==> src/common/sru_pkg.sv <==
//****************************************
// widths, CSR map, bit positions, enums and packed structs
// shared by the machine-mode trap unit.
//****************************************
package sru_pkg;

    // data path width and the code field of mcause.
    localparam int XLEN         = 32;
    localparam int CODE_WIDTH   = 4;
    // widest PC the trap request can carry.
    localparam int PC_MAX_WIDTH = 32;

    typedef logic [XLEN-1:0]       xlen_t;
    typedef logic [11:0]           csr_addr_t;
    typedef logic [CODE_WIDTH-1:0] cause_code_t;

    // machine trap setup and handling CSRs.
    localparam csr_addr_t CSR_MSTATUS  = 12'h300;
    localparam csr_addr_t CSR_MIE      = 12'h304;
    localparam csr_addr_t CSR_MTVEC    = 12'h305;
    localparam csr_addr_t CSR_MSCRATCH = 12'h340;
    localparam csr_addr_t CSR_MEPC     = 12'h341;
    localparam csr_addr_t CSR_MCAUSE   = 12'h342;
    localparam csr_addr_t CSR_MTVAL    = 12'h343;
    localparam csr_addr_t CSR_MIP      = 12'h344;

    // mstatus field positions. MPP names the low bit of its 2-bit field.
    localparam int MSTATUS_MIE  = 3;
    localparam int MSTATUS_MPIE = 7;
    localparam int MSTATUS_MPP  = 11;

    // interrupt bits in mie and mip match their cause codes.
    localparam int IRQ_MSI = 3;
    localparam int IRQ_MTI = 7;
    localparam int IRQ_MEI = 11;

    localparam int CAUSE_INT = 31;

    typedef enum logic [1:0] {
        PRV_U = 2'd0,
        PRV_M = 2'd3
    } priv_t;

    typedef enum logic [1:0] {
        EV_NONE,
        EV_EXC,
        EV_IRQ,
        EV_MRET
    } event_kind_t;

    typedef struct packed {
        logic msi;
        logic mti;
        logic mei;
    } irq_bits_t;

    typedef struct packed {
        logic  mie;
        logic  mpie;
        priv_t mpp;
    } status_t;

    typedef struct packed {
        logic      wr;
        csr_addr_t addr;
        xlen_t     wdata;
    } csr_write_t;

    typedef struct packed {
        logic                    en;
        xlen_t                   cause;
        xlen_t                   val;
        logic [PC_MAX_WIDTH-1:0] epc;
    } trap_req_t;

    // what the trap controller reports to the register blocks.
    typedef struct packed {
        event_kind_t kind;
        xlen_t       cause;
        xlen_t       tval;
    } trap_event_t;

endpackage

==> src/verilog/csr/csr_read_mux.sv <==
//****************************************
// CSR read decode with architectural field layout.
//****************************************
`timescale 1ns/1ps

module csr_read_mux import sru_pkg::*; (
    input  csr_addr_t csr_raddr,
    input  status_t   status,
    input  irq_bits_t enables,
    input  irq_bits_t pending,
    input  xlen_t     mtvec,
    input  xlen_t     mscratch,
    input  xlen_t     mepc,
    input  xlen_t     mcause,
    input  xlen_t     mtval,
    output xlen_t     csr_rdata
);

    // mie and mip share the same bit layout.
    function automatic xlen_t irq_layout(irq_bits_t bits);
        xlen_t word;
        word          = '0;
        word[IRQ_MSI] = bits.msi;
        word[IRQ_MTI] = bits.mti;
        word[IRQ_MEI] = bits.mei;
        return word;
    endfunction

    always_comb begin
        csr_rdata = '0;
        case (csr_raddr)
            CSR_MSTATUS: begin
                csr_rdata[MSTATUS_MIE]      = status.mie;
                csr_rdata[MSTATUS_MPIE]     = status.mpie;
                csr_rdata[MSTATUS_MPP +: 2] = status.mpp;
            end
            CSR_MIE:      csr_rdata = irq_layout(enables);
            CSR_MIP:      csr_rdata = irq_layout(pending);
            CSR_MTVEC:    csr_rdata = mtvec;
            CSR_MSCRATCH: csr_rdata = mscratch;
            CSR_MEPC:     csr_rdata = mepc;
            CSR_MCAUSE:   csr_rdata = mcause;
            CSR_MTVAL:    csr_rdata = mtval;
            default:      csr_rdata = '0;
        endcase
    end

endmodule

==> src/verilog/csr/status_regs.sv <==
//****************************************
// mstatus fields and mie enables.
//****************************************
`timescale 1ns/1ps

module status_regs import sru_pkg::*; (
    input  logic        clk,
    input  logic        rstn,
    input  csr_write_t  csr_w,
    input  trap_event_t evt,
    input  priv_t       prv,
    output status_t     status,
    output irq_bits_t   enables
);

    logic  wr_mstatus;
    logic  wr_mie;
    priv_t wr_mpp;

    assign wr_mstatus = csr_w.wr && csr_w.addr == CSR_MSTATUS;
    assign wr_mie     = csr_w.wr && csr_w.addr == CSR_MIE;

    // only M and U exist, so anything else falls back to U.
    assign wr_mpp = (csr_w.wdata[MSTATUS_MPP +: 2] == PRV_M) ? PRV_M : PRV_U;

    // a trap or mret wins over a write in the same cycle.
    always_ff @(posedge clk or negedge rstn) begin
        if (!rstn) begin
            status <= '0;
        end else if (evt.kind == EV_EXC || evt.kind == EV_IRQ) begin
            status.mpp  <= prv;
            status.mpie <= status.mie;
            status.mie  <= 1'b0;
        end else if (evt.kind == EV_MRET) begin
            status.mie  <= status.mpie;
            status.mpie <= 1'b1;
            status.mpp  <= PRV_U;
        end else if (wr_mstatus) begin
            status.mie  <= csr_w.wdata[MSTATUS_MIE];
            status.mpie <= csr_w.wdata[MSTATUS_MPIE];
            status.mpp  <= wr_mpp;
        end
    end

    always_ff @(posedge clk or negedge rstn) begin
        if (!rstn) begin
            enables <= '0;
        end else if (wr_mie) begin
            enables.msi <= csr_w.wdata[IRQ_MSI];
            enables.mti <= csr_w.wdata[IRQ_MTI];
            enables.mei <= csr_w.wdata[IRQ_MEI];
        end
    end

endmodule

==> src/verilog/csr/trap_regs.sv <==
//****************************************
// mtvec, mscratch, mepc, mcause and mtval.
//****************************************
`timescale 1ns/1ps

module trap_regs import sru_pkg::*; #(
    parameter int PC_WIDTH = 32
) (
    input  logic                clk,
    input  logic                rstn,
    input  csr_write_t          csr_w,
    input  trap_event_t         evt,
    input  logic [PC_WIDTH-1:0] epc,
    output xlen_t               mtvec,
    output xlen_t               mscratch,
    output xlen_t               mepc,
    output xlen_t               mcause,
    output xlen_t               mtval
);

    logic                trap_taken;
    logic [PC_WIDTH-1:0] mepc_q;

    assign trap_taken = evt.kind == EV_EXC || evt.kind == EV_IRQ;

    // bit 1 is reserved since only direct and vectored modes exist.
    always_ff @(posedge clk or negedge rstn) begin
        if (!rstn) begin
            mtvec <= '0;
        end else if (csr_w.wr && csr_w.addr == CSR_MTVEC) begin
            mtvec <= csr_w.wdata & ~xlen_t'(2);
        end
    end

    always_ff @(posedge clk or negedge rstn) begin
        if (!rstn) begin
            mscratch <= '0;
        end else if (csr_w.wr && csr_w.addr == CSR_MSCRATCH) begin
            mscratch <= csr_w.wdata;
        end
    end

    always_ff @(posedge clk or negedge rstn) begin
        if (!rstn) begin
            mepc_q <= '0;
        end else if (trap_taken) begin
            mepc_q <= epc;
        end else if (csr_w.wr && csr_w.addr == CSR_MEPC) begin
            mepc_q <= csr_w.wdata[PC_WIDTH-1:0] & ~PC_WIDTH'(1);
        end
    end

    // narrow PCs read back zero-extended.
    assign mepc = xlen_t'(mepc_q);

    always_ff @(posedge clk or negedge rstn) begin
        if (!rstn) begin
            mcause <= '0;
        end else if (trap_taken) begin
            mcause <= evt.cause;
        end else if (csr_w.wr && csr_w.addr == CSR_MCAUSE) begin
            mcause <= csr_w.wdata;
        end
    end

    // interrupts carry a zero tval.
    always_ff @(posedge clk or negedge rstn) begin
        if (!rstn) begin
            mtval <= '0;
        end else if (trap_taken) begin
            mtval <= evt.tval;
        end else if (csr_w.wr && csr_w.addr == CSR_MTVAL) begin
            mtval <= csr_w.wdata;
        end
    end

    irq_tval_zero: assert property (@(posedge clk) disable iff (!rstn)
        evt.kind == EV_IRQ |-> evt.tval == '0)
        else $error("interrupt event carries tval %h", evt.tval);

endmodule

==> src/verilog/sru_top.sv <==
//****************************************
// top level of the machine-mode trap unit.
//****************************************
`timescale 1ns/1ps

module sru_top import sru_pkg::*; #(
    parameter int PC_WIDTH    = 32,
    parameter int SYNC_STAGES = 2
) (
    input  logic                clk,
    input  logic                rstn,
    // core side.
    input  trap_req_t           trap,
    input  logic                mret,
    input  csr_write_t          csr_w,
    input  csr_addr_t           csr_raddr,
    // interrupt controller side.
    input  logic                ext_msip,
    input  logic                ext_mtip,
    input  logic                ext_meip,
    output priv_t               prv,
    output logic                wakeup,
    output logic                irq_trigger,
    output logic                eret_en,
    output xlen_t               cause,
    output xlen_t               tval,
    output logic [PC_WIDTH-1:0] trap_vec,
    output logic [PC_WIDTH-1:0] ret_epc,
    output xlen_t               csr_rdata
);

    irq_bits_t   pending;
    irq_bits_t   enables;
    logic        irq_valid;
    cause_code_t irq_code;
    trap_event_t evt;
    status_t     status;
    xlen_t       mtvec;
    xlen_t       mscratch;
    xlen_t       mepc;
    xlen_t       mcause;
    xlen_t       mtval;

    irq_arbiter #(.SYNC_STAGES(SYNC_STAGES)) irq_arbiter_i (
        .clk       (clk),
        .rstn      (rstn),
        .ext_msip  (ext_msip),
        .ext_mtip  (ext_mtip),
        .ext_meip  (ext_meip),
        .enables   (enables),
        .pending   (pending),
        .irq_valid (irq_valid),
        .irq_code  (irq_code),
        .wakeup    (wakeup)
    );

    trap_ctrl #(.PC_WIDTH(PC_WIDTH)) trap_ctrl_i (
        .clk         (clk),
        .rstn        (rstn),
        .trap        (trap),
        .mret        (mret),
        .irq_valid   (irq_valid),
        .irq_code    (irq_code),
        .status      (status),
        .mtvec       (mtvec),
        .mepc        (mepc[PC_WIDTH-1:0]),
        .prv         (prv),
        .evt         (evt),
        .irq_trigger (irq_trigger),
        .eret_en     (eret_en),
        .cause       (cause),
        .tval        (tval),
        .trap_vec    (trap_vec),
        .ret_epc     (ret_epc)
    );

    status_regs status_regs_i (
        .clk     (clk),
        .rstn    (rstn),
        .csr_w   (csr_w),
        .evt     (evt),
        .prv     (prv),
        .status  (status),
        .enables (enables)
    );

    trap_regs #(.PC_WIDTH(PC_WIDTH)) trap_regs_i (
        .clk      (clk),
        .rstn     (rstn),
        .csr_w    (csr_w),
        .evt      (evt),
        .epc      (trap.epc[PC_WIDTH-1:0]),
        .mtvec    (mtvec),
        .mscratch (mscratch),
        .mepc     (mepc),
        .mcause   (mcause),
        .mtval    (mtval)
    );

    csr_read_mux csr_read_mux_i (
        .csr_raddr (csr_raddr),
        .status    (status),
        .enables   (enables),
        .pending   (pending),
        .mtvec     (mtvec),
        .mscratch  (mscratch),
        .mepc      (mepc),
        .mcause    (mcause),
        .mtval     (mtval),
        .csr_rdata (csr_rdata)
    );

endmodule

==> src/verilog/trap/irq_arbiter.sv <==
//****************************************
// interrupt synchronizer, pending bits and priority pick.
//****************************************
`timescale 1ns/1ps

module irq_arbiter import sru_pkg::*; #(
    parameter int SYNC_STAGES = 2
) (
    input  logic        clk,
    input  logic        rstn,
    input  logic        ext_msip,
    input  logic        ext_mtip,
    input  logic        ext_meip,
    input  irq_bits_t   enables,
    output irq_bits_t   pending,
    output logic        irq_valid,
    output cause_code_t irq_code,
    output logic        wakeup
);

    irq_bits_t [SYNC_STAGES-1:0] sync_q;
    irq_bits_t                   active;

    // the last stage of the chain is the mip view.
    always_ff @(posedge clk or negedge rstn) begin
        if (!rstn) begin
            sync_q <= '0;
        end else begin
            sync_q[0] <= '{msi: ext_msip, mti: ext_mtip, mei: ext_meip};
            for (int i = 1; i < SYNC_STAGES; i++) begin
                sync_q[i] <= sync_q[i-1];
            end
        end
    end

    assign pending = sync_q[SYNC_STAGES-1];
    assign active  = pending & enables;

    // wakes the core even with the global enable off.
    assign wakeup    = |active;
    assign irq_valid = |active;

    // external wins over software, software over timer.
    always_comb begin
        if (active.mei) begin
            irq_code = cause_code_t'(IRQ_MEI);
        end else if (active.msi) begin
            irq_code = cause_code_t'(IRQ_MSI);
        end else if (active.mti) begin
            irq_code = cause_code_t'(IRQ_MTI);
        end else begin
            irq_code = '0;
        end
    end

endmodule

==> src/verilog/trap/trap_ctrl.sv <==
//****************************************
// privilege level, trap decision, vector and cause.
//****************************************
`timescale 1ns/1ps

module trap_ctrl import sru_pkg::*; #(
    parameter int PC_WIDTH = 32
) (
    input  logic                clk,
    input  logic                rstn,
    input  trap_req_t           trap,
    input  logic                mret,
    input  logic                irq_valid,
    input  cause_code_t         irq_code,
    input  status_t             status,
    input  xlen_t               mtvec,
    input  logic [PC_WIDTH-1:0] mepc,
    output priv_t               prv,
    output trap_event_t         evt,
    output logic                irq_trigger,
    output logic                eret_en,
    output xlen_t               cause,
    output xlen_t               tval,
    output logic [PC_WIDTH-1:0] trap_vec,
    output logic [PC_WIDTH-1:0] ret_epc
);

    logic                irq_allowed;
    xlen_t               irq_cause;
    logic [PC_WIDTH-1:0] vec_base;
    logic [PC_WIDTH-1:0] vec_offset;

    // user mode always takes enabled interrupts.
    assign irq_allowed = (prv == PRV_U) || (prv == PRV_M && status.mie);

    // exception first, then interrupt, then mret.
    assign irq_trigger = !trap.en && irq_valid && irq_allowed;
    assign eret_en     = !trap.en && !irq_trigger && mret;

    always_comb begin
        irq_cause            = xlen_t'(irq_code);
        irq_cause[CAUSE_INT] = 1'b1;
    end

    assign cause = trap.en     ? trap.cause :
                   irq_trigger ? irq_cause  : '0;
    assign tval  = trap.en ? trap.val : '0;

    // vectored mode only applies to interrupts.
    assign vec_base   = mtvec[PC_WIDTH-1:0] & ~PC_WIDTH'(3);
    assign vec_offset = (irq_trigger && mtvec[0]) ? PC_WIDTH'({irq_code, 2'b00}) : '0;
    assign trap_vec   = vec_base + vec_offset;
    assign ret_epc    = mepc;

    always_comb begin
        if (trap.en) begin
            evt.kind = EV_EXC;
        end else if (irq_trigger) begin
            evt.kind = EV_IRQ;
        end else if (eret_en) begin
            evt.kind = EV_MRET;
        end else begin
            evt.kind = EV_NONE;
        end
        evt.cause = cause;
        evt.tval  = tval;
    end

    always_ff @(posedge clk or negedge rstn) begin
        if (!rstn) begin
            prv <= PRV_M;
        end else if (evt.kind == EV_EXC || evt.kind == EV_IRQ) begin
            prv <= PRV_M;
        end else if (evt.kind == EV_MRET) begin
            prv <= status.mpp;
        end
    end

    // a taken interrupt enters M mode with MIE cleared, so the request drops.
    irq_single_cycle: assert property (@(posedge clk) disable iff (!rstn)
        irq_trigger |=> !irq_trigger)
        else $error("irq_trigger stayed high after the interrupt was taken");

endmodule
==> config.mk <==
export PLATFORM = sky130hd
export DESIGN_NAME = sru_top
export DESIGN_NICKNAME = d
export VERILOG_FILES = /design/src/common/sru_pkg.sv /design/src/verilog/csr/csr_read_mux.sv /design/src/verilog/csr/status_regs.sv /design/src/verilog/csr/trap_regs.sv /design/src/verilog/sru_top.sv /design/src/verilog/trap/irq_arbiter.sv /design/src/verilog/trap/trap_ctrl.sv
export SDC_FILE = /design/constraint.sdc
export NUM_CORES = 1
export LEC_CHECK = 0
export BUFFER_PORTS_ARGS = -buffer_cell sky130_fd_sc_hd__buf_2
export CAP_MARGIN = 25
export CORE_MARGIN = 3
export CORE_UTILIZATION = 45
export CTS_BUF_LIST = sky130_fd_sc_hd__clkbuf_8
export CTS_CLUSTER_DIAMETER = 80
export CTS_CLUSTER_SIZE = 25
export DETAILED_ROUTE_END_ITERATION = 8
export PLACE_DENSITY = 0.74
export SETUP_SLACK_MARGIN = 0.2
export SLEW_MARGIN = 10
export SYNTH_ARGS = -nofsm -noshare
export SYNTH_HDL_FRONTEND = slang
export SYNTH_SLANG_ARGS = --single-unit
==> constraint.sdc <==
create_clock -name clk -period 8.8 [get_ports clk]
set_clock_uncertainty 0.2 [all_clocks]
set_input_delay 0.44 -clock clk [delete_from_list [all_inputs] [get_ports clk]]
set_output_delay 0.44 -clock clk [all_outputs]
set_load 0.03 [all_outputs]
# Word level (Yosys, flattened, before mapping)
# Cells that the tools add are included.
# word_totals
regBits	174
out_inout_bits	165
word_cells	93
# op_classes
add_sub_neg	1
n_eq_ne	20
mux	29
bitwise_logic	1
n_reduce_logical	24
# ops
cell	n
2-to-1 mux 32 bit	9
== test 12 x 10 -> 1 bit (second input constant)	15
case mux 19 bit (5 select lines)	1
case mux 3 bit (5 select lines)	3
adder 32 bit	1
2-to-1 mux 4 bit	5
case mux 1 bit (8 select lines)	2
case mux 2 bit (8 select lines)	1
logical AND 1 bit	13
2-to-1 mux 2 bit	6
== test 2 bit (second input constant)	4
nonzero test 2 bit	4
2-to-1 mux 6 bit	1
bitwise AND 3 bit	1
2-to-1 mux 3 bit	1
nonzero test 3 bit	1
OR reduction 3 bit	1
== test 2 x 1 -> 1 bit (second input constant)	1
logical NOT 1 bit	2
logical NOT 2 bit	1
logical OR 1 bit	2

# Depth between registers and ports, before layout
# depth
depth_word	13
ltp_mapped	13
mapped_depth_nobuf	11

# Cells and area by module
# A second synthesis with hierarchy kept.
# hier_totals
cells_unflattened	1073
hier_area_um2	10931.7
# by_module_without_submodules
mod	instances	cells_per_inst	area_per_inst_um2	seq_area_each_um2
trap_regs	1	623	6861.6	3978.8
trap_ctrl	1	291	2082.0	52.6
csr_read_mux	1	114	1345.0	0.0
status_regs	1	29	415.4	175.2
irq_arbiter	1	16	227.7	150.1

# Worst setup path after synthesis
# OpenSTA, ideal clock, no wires.
# synth_timing
path_type	input -> output
startpoint	input trap[96] in the netlist's numbering
endpoint	output trap_vec[30]
arrival_ns	3.015
t_required_ns	8.160
setup_slack_ns	5.145
stages	12
n_path_buf	2
cell_sequence	clkbuf_1 nand4b_1 a21o_1 inv_2 nand2_1 nor2_1 ha_1 nand4_1 o21ai_0 buf_2 nand4_1 xnor2_1
# synth_via
elab_chain_cells	6
# synth_rtl
element	line_no	rtl
start, declared	sru_top.sv:13	input trap_req_t trap,
logical NOT 1 bit	trap_ctrl.sv:37	assign irq_trigger = !trap.en && irq_valid && irq_allowed;
logical AND 1 bit (2 in a row)	trap_ctrl.sv:37	
net irq_trigger	sru_top.sv:23	output logic irq_trigger,
logical AND 1 bit	trap_ctrl.sv:51	assign vec_offset = (irq_trigger && mtvec[0]) ? PC_WIDTH'({irq_code, 2'b00}) : '0;
2-to-1 mux 6 bit	trap_ctrl.sv:51	
adder 32 bit	trap_ctrl.sv:52	assign trap_vec = vec_base + vec_offset;
end, declared	sru_top.sv:27	output logic [PC_WIDTH-1:0] trap_vec,
# The timed path passes the listed nets, and every way through them passes these cells.

# Worst setup path in the final report
# layout_timing
startpoint	register irq_arbiter_i.sync_q (netlist bit irq_arbiter_i.pending[0])
endpoint	output trap_vec[16]
# layout_via
elab_chain_cells	7
word_cells_on_any_way	8
cone_classes	add/sub: 1; mux: 2; bitwise: 1; reduce/logical: 4
# layout_rtl
element	line_no	rtl
start, declared	irq_arbiter.sv:21	irq_bits_t [SYNC_STAGES-1:0] sync_q;
start signal, assigned by index	irq_arbiter.sv:31	sync_q[i] <= sync_q[i-1];
bitwise AND 3 bit (*)	irq_arbiter.sv:37	assign active = pending & enables;
OR reduction 3 bit	irq_arbiter.sv:41	assign irq_valid = |active;
logical AND 1 bit (2 in a row)	trap_ctrl.sv:37	
logical AND 1 bit	trap_ctrl.sv:51	
2-to-1 mux 6 bit (*)	trap_ctrl.sv:51	
adder 32 bit (*)	trap_ctrl.sv:52	
# Mark *: on every way between the ends. The rest lies on a longest branch, timed or not.

==> results.sh <==
export IMPL_period_share=0.524
export IMPL_post_drt_wl_per_cell_um=21.6
export IMPL_fmaxAchievable_mhz=217
export IMPL_layout_area_overhead_vs_synth_pct=26.7
export IMPL_postSynthAreaPerCell_um2=11.0
export IMPL_tritoncts_num_sinks=174
export IMPL_r2r_start="irq_arbiter_i.pending[0]"
export IMPL_design_final_nets=1360
export IMPL_overall_power_after_layout_w=0.00179
export IMPL_max_cap_violations=0
export IMPL_die_height_um=152
export IMPL_drtAntennaViolNets=0
export IMPL_synthTopCellsByArea="sky130_fd_sc_hd__dfrtp_1 45%, sky130_fd_sc_hd__mux2_2 7.7%, sky130_fd_sc_hd__mux4_2 7.3%, sky130_fd_sc_hd__nand2_1 4.0%, sky130_fd_sc_hd__mux2i_1 3.8%"
export IMPL_max_stage_delay_ps=710
export IMPL_hold_violations=0
export IMPL_post_synth_and_or_nand_nor_area_fraction=0.119
export IMPL_drt_pass1_iter_count=5
export IMPL_fp_dieW_um=152
export IMPL_clk_latency_ps=460
export IMPL_wire_length_of_the_first_global_routing_pass_um=50100
export IMPL_number_of_standard_cell_rows_in_the_floorplan=52
export IMPL_grt_max_degree=102
export IMPL_synth_async_reset_ratio=1.00
export IMPL_hold_slack_ps=27.1
export IMPL_timing_critical_path_to="trap_vec[16]"
export IMPL_tritoncts="built"
export IMPL_synth_seq_area_share=0.454
export IMPL_drc_errors=0
export IMPL_syn_instance_count=871
export IMPL_grt_overflow=0
export IMPL_via_per_inst=5.81
export IMPL_critPathLaunch="irq_arbiter_i.pending[0]"
export IMPL_status="finished clean"
export IMPL_synth_ff_latch_count=174
export IMPL_period_needed_ps=4610
export IMPL_floorplan_die_area_um2=23100
export IMPL_drive_above_1_share=0.399
export IMPL_pin_count=325
export IMPL_synth_compound_area_share=0.161
export IMPL_grt_antenna_before_repair=0
export IMPL_worst_slew_pin_transition_ps=1040
export IMPL_detail_route_wirelength_um=32000
export IMPL_r2r_worst_path_cells=6
export IMPL_grt_usage=0.272
export IMPL_finish_instance_area_um2=12200
export IMPL_timing_final_ws_setup_ps=4190
export IMPL_yosys_most_used_dff="sky130_fd_sc_hd__dfrtp_1"
export IMPL_post_synth_xor_area_fraction=0.0274
export IMPL_rsz0062_at_grt="no"
export IMPL_setup_tns_ps=0
export IMPL_ctsLongestPathBuffers=2
export IMPL_gp_routability_congestion=0.884
export IMPL_timing_slew_headroom=0.303
export IMPL_total_leakage_power_nw=6.14
export IMPL_ctsRootBufferMaster="sky130_fd_sc_hd__clkbuf_8"
export IMPL_multi_input_area_um2=4830
export IMPL_cpMaxStageDelayCell="sky130_fd_sc_hd__o21ai_2"
export IMPL_h_tree_depth=4
export IMPL_crit_path_end_kind="output port"
export IMPL_post_synth_edffs=0
export IMPL_crit_path_category="register to output port"
export IMPL_timing_critical_path_from_type="register"
export IMPL_synth_top_cell_by_area="sky130_fd_sc_hd__dfrtp_1"
export IMPL_synth_adder_area_share=0.00391
export IMPL_yosysUniqueCellTypes=61
export IMPL_hpwlAfterDp_um=21300
export IMPL_post_place_ws_ps=4190
export IMPL_synth_area_um2=9600
export IMPL_final_seq_area_um2=4360
export IMPL_cts_clk_slew_worst_paths_ps=100
export IMPL_pwr_density_cell_nw_per_um2=147
export IMPL_crit_path_cell_trace="a222oi_1, a21o_1, inv_2, nand2_1, nor2_1, ha_1, nand4_1, o21ai_2, and4_1, xor2_1, buf_2"
export IMPL_coreArea_um2=20600
export IMPL_drt_first_iter_violations=519
export IMPL_final_fill_count=1718
export IMPL_peakVddDrop_mv=0.104
export IMPL_first_global_vias=8874
export IMPL_route_vias_total=8608
export IMPL_final_max_slew_viol_count=0
export IMPL_synthDominantCellAreaShare=0.448
export IMPL_synth_top_family_by_area="multiplexers"
export IMPL_synth_warning_count=0
export IMPL_critical_path_arrival_ps=3970
export IMPL_fraction_of_synthesized_area_in_multiplexers=0.188
export IMPL_post_cts_resized=0
export IMPL_hold_class="input pin to register"
export IMPL_worstPathMaxFanout=13
export IMPL_worst_r2r_endpoint="trap_regs_i.mcause[21]"
export IMPL_cts_bufs_inserted=17
export IMPL_setup_viol_count_final=0
export IMPL_start_util=0.466
export IMPL_placed_cell_area_um2=11400
export IMPL_reg2reg_setup_slack_ps=5420
export IMPL_port_bufs=322
export IMPL_worst_endpoint_required_ps=8160
[state kept, by name, indices dropped and copies added (netlist names)]
register / flops
irq_arbiter_i.sync_q: 3
irq_arbiter_i.pending: 3
trap_ctrl_i.prv: 2
trap_regs_i.mepc: 32
trap_regs_i.mscratch: 32
trap_regs_i.mtvec: 31
status_regs_i.enables: 3
trap_regs_i.mtval: 32
status_regs_i.status: 4
trap_regs_i.mcause: 32
[power by group]
part,switching [W],internal (W)
registers,0.0000312,0.000845
logic,0.000191,0.000135
clock network,0.000342,0.000248
total,0.000565,0.00123
[cells by family after synthesis]
logic type / count (synthesis)
AO/OA/AOI/OAI: 216
XOR/XNOR: 30
adder cells (fa/ha/maj): 3
buffers and inverters: 100
flip-flops: 174
multiplexers: 133
other: 1
AND/OR/NAND/NOR: 214
[layout by cell type (no fill, tap or decap), types with 29 or more instances in the layout]
master                            n
sky130_fd_sc_hd__a22o_1          29
sky130_fd_sc_hd__a2bb2oi_1       34
sky130_fd_sc_hd__and2_1          29
sky130_fd_sc_hd__buf_2          321
sky130_fd_sc_hd__dfrtp_1        172
sky130_fd_sc_hd__dlygate4sd3_1   35
sky130_fd_sc_hd__inv_1           37
sky130_fd_sc_hd__mux2_2          66
sky130_fd_sc_hd__mux2i_1         36
sky130_fd_sc_hd__mux4_2          31
sky130_fd_sc_hd__nand2_1        100
sky130_fd_sc_hd__o21ai_0         44
sky130_fd_sc_hd__o21ai_1         29
[cell usage after synthesis, drive strengths merged (29+ instances only)]
cell type / instances
a22o: 29
a2bb2oi: 34
and2: 29
buf: 32
clkbuf: 30
dfrtp: 172
inv: 38
mux2: 66
mux2i: 36
mux4: 31
nand2: 103
o21ai: 74
[through the flow]
| stage | std cells | utilization |
|---|---|---|
| after floorplan | 872 | - |
| after CTS | 1479 | 0.588 |
| after detailed placement | 1412 | 0.551 |
| after global routing | 1480 | 0.590 |
| final | 1481 | 0.590 |
| after global placement | 1411 | 0.551 |
[critical path: cells and delay by family, from the launching register on]
kind | cells | cell delay, ps
buf+inv | 2 | 360
compound gates | 3 | 1500
xor+xnor | 1 | 160
fa+ha+maj | 1 | 360
flops | 1 | 460
simple gates | 4 | 650
[worst min path at each step]
| stage | start | endpoint | slack (ps) | depth (start not counted) |
|---|---|---|---|---|
| 6_report | trap[2] | trap_regs_i.mepc[2] | 30 | 3 |
| 5_1_grt | trap[2] | trap_regs_i.mepc[2] | 3 | 3 |
| 4_1_cts | trap[2] | trap_regs_i.mepc[2] | 4 | 3 |
| 3_5_place_dp | irq_arbiter_i.sync_q[0] | irq_arbiter_i.pending[0] | 150 | 0 |
| 3_3_place_gp | irq_arbiter_i.sync_q[0] | irq_arbiter_i.pending[0] | 130 | 0 |
| 2_1_floorplan | rstn | irq_arbiter_i.pending[0] | -60 | 0 |
[repair_timing]
| action | CTS | global route |
|---|---|---|
| endpoints found under the hold margin | 132 | 0 |
| setup endpoints to repair | 0 | 0 |
| setup buffers | 0 | 0 |
| hold buffers | 35 | 0 |
[layer usage]
layer	up-vias	GRT usage	wire [um]
met1	4308	0.347	13100
met3	58	0.0617	2130
met5	-	0	0
li1	3851	-	-
met2	391	0.463	16000
met4	0	0.0878	804
[final cells by class]
cell class,instances,area share
clock buffers,18,0.0204
clock inverters,14,0.0137
multi-input cells,598,0.397
well taps,270,0.0278
flip-flops and latches,174,0.358
diodes,1,0.000206
inverters,38,0.0117
repair buffers,368,0.171
Power figures use the tool's default switching activity.
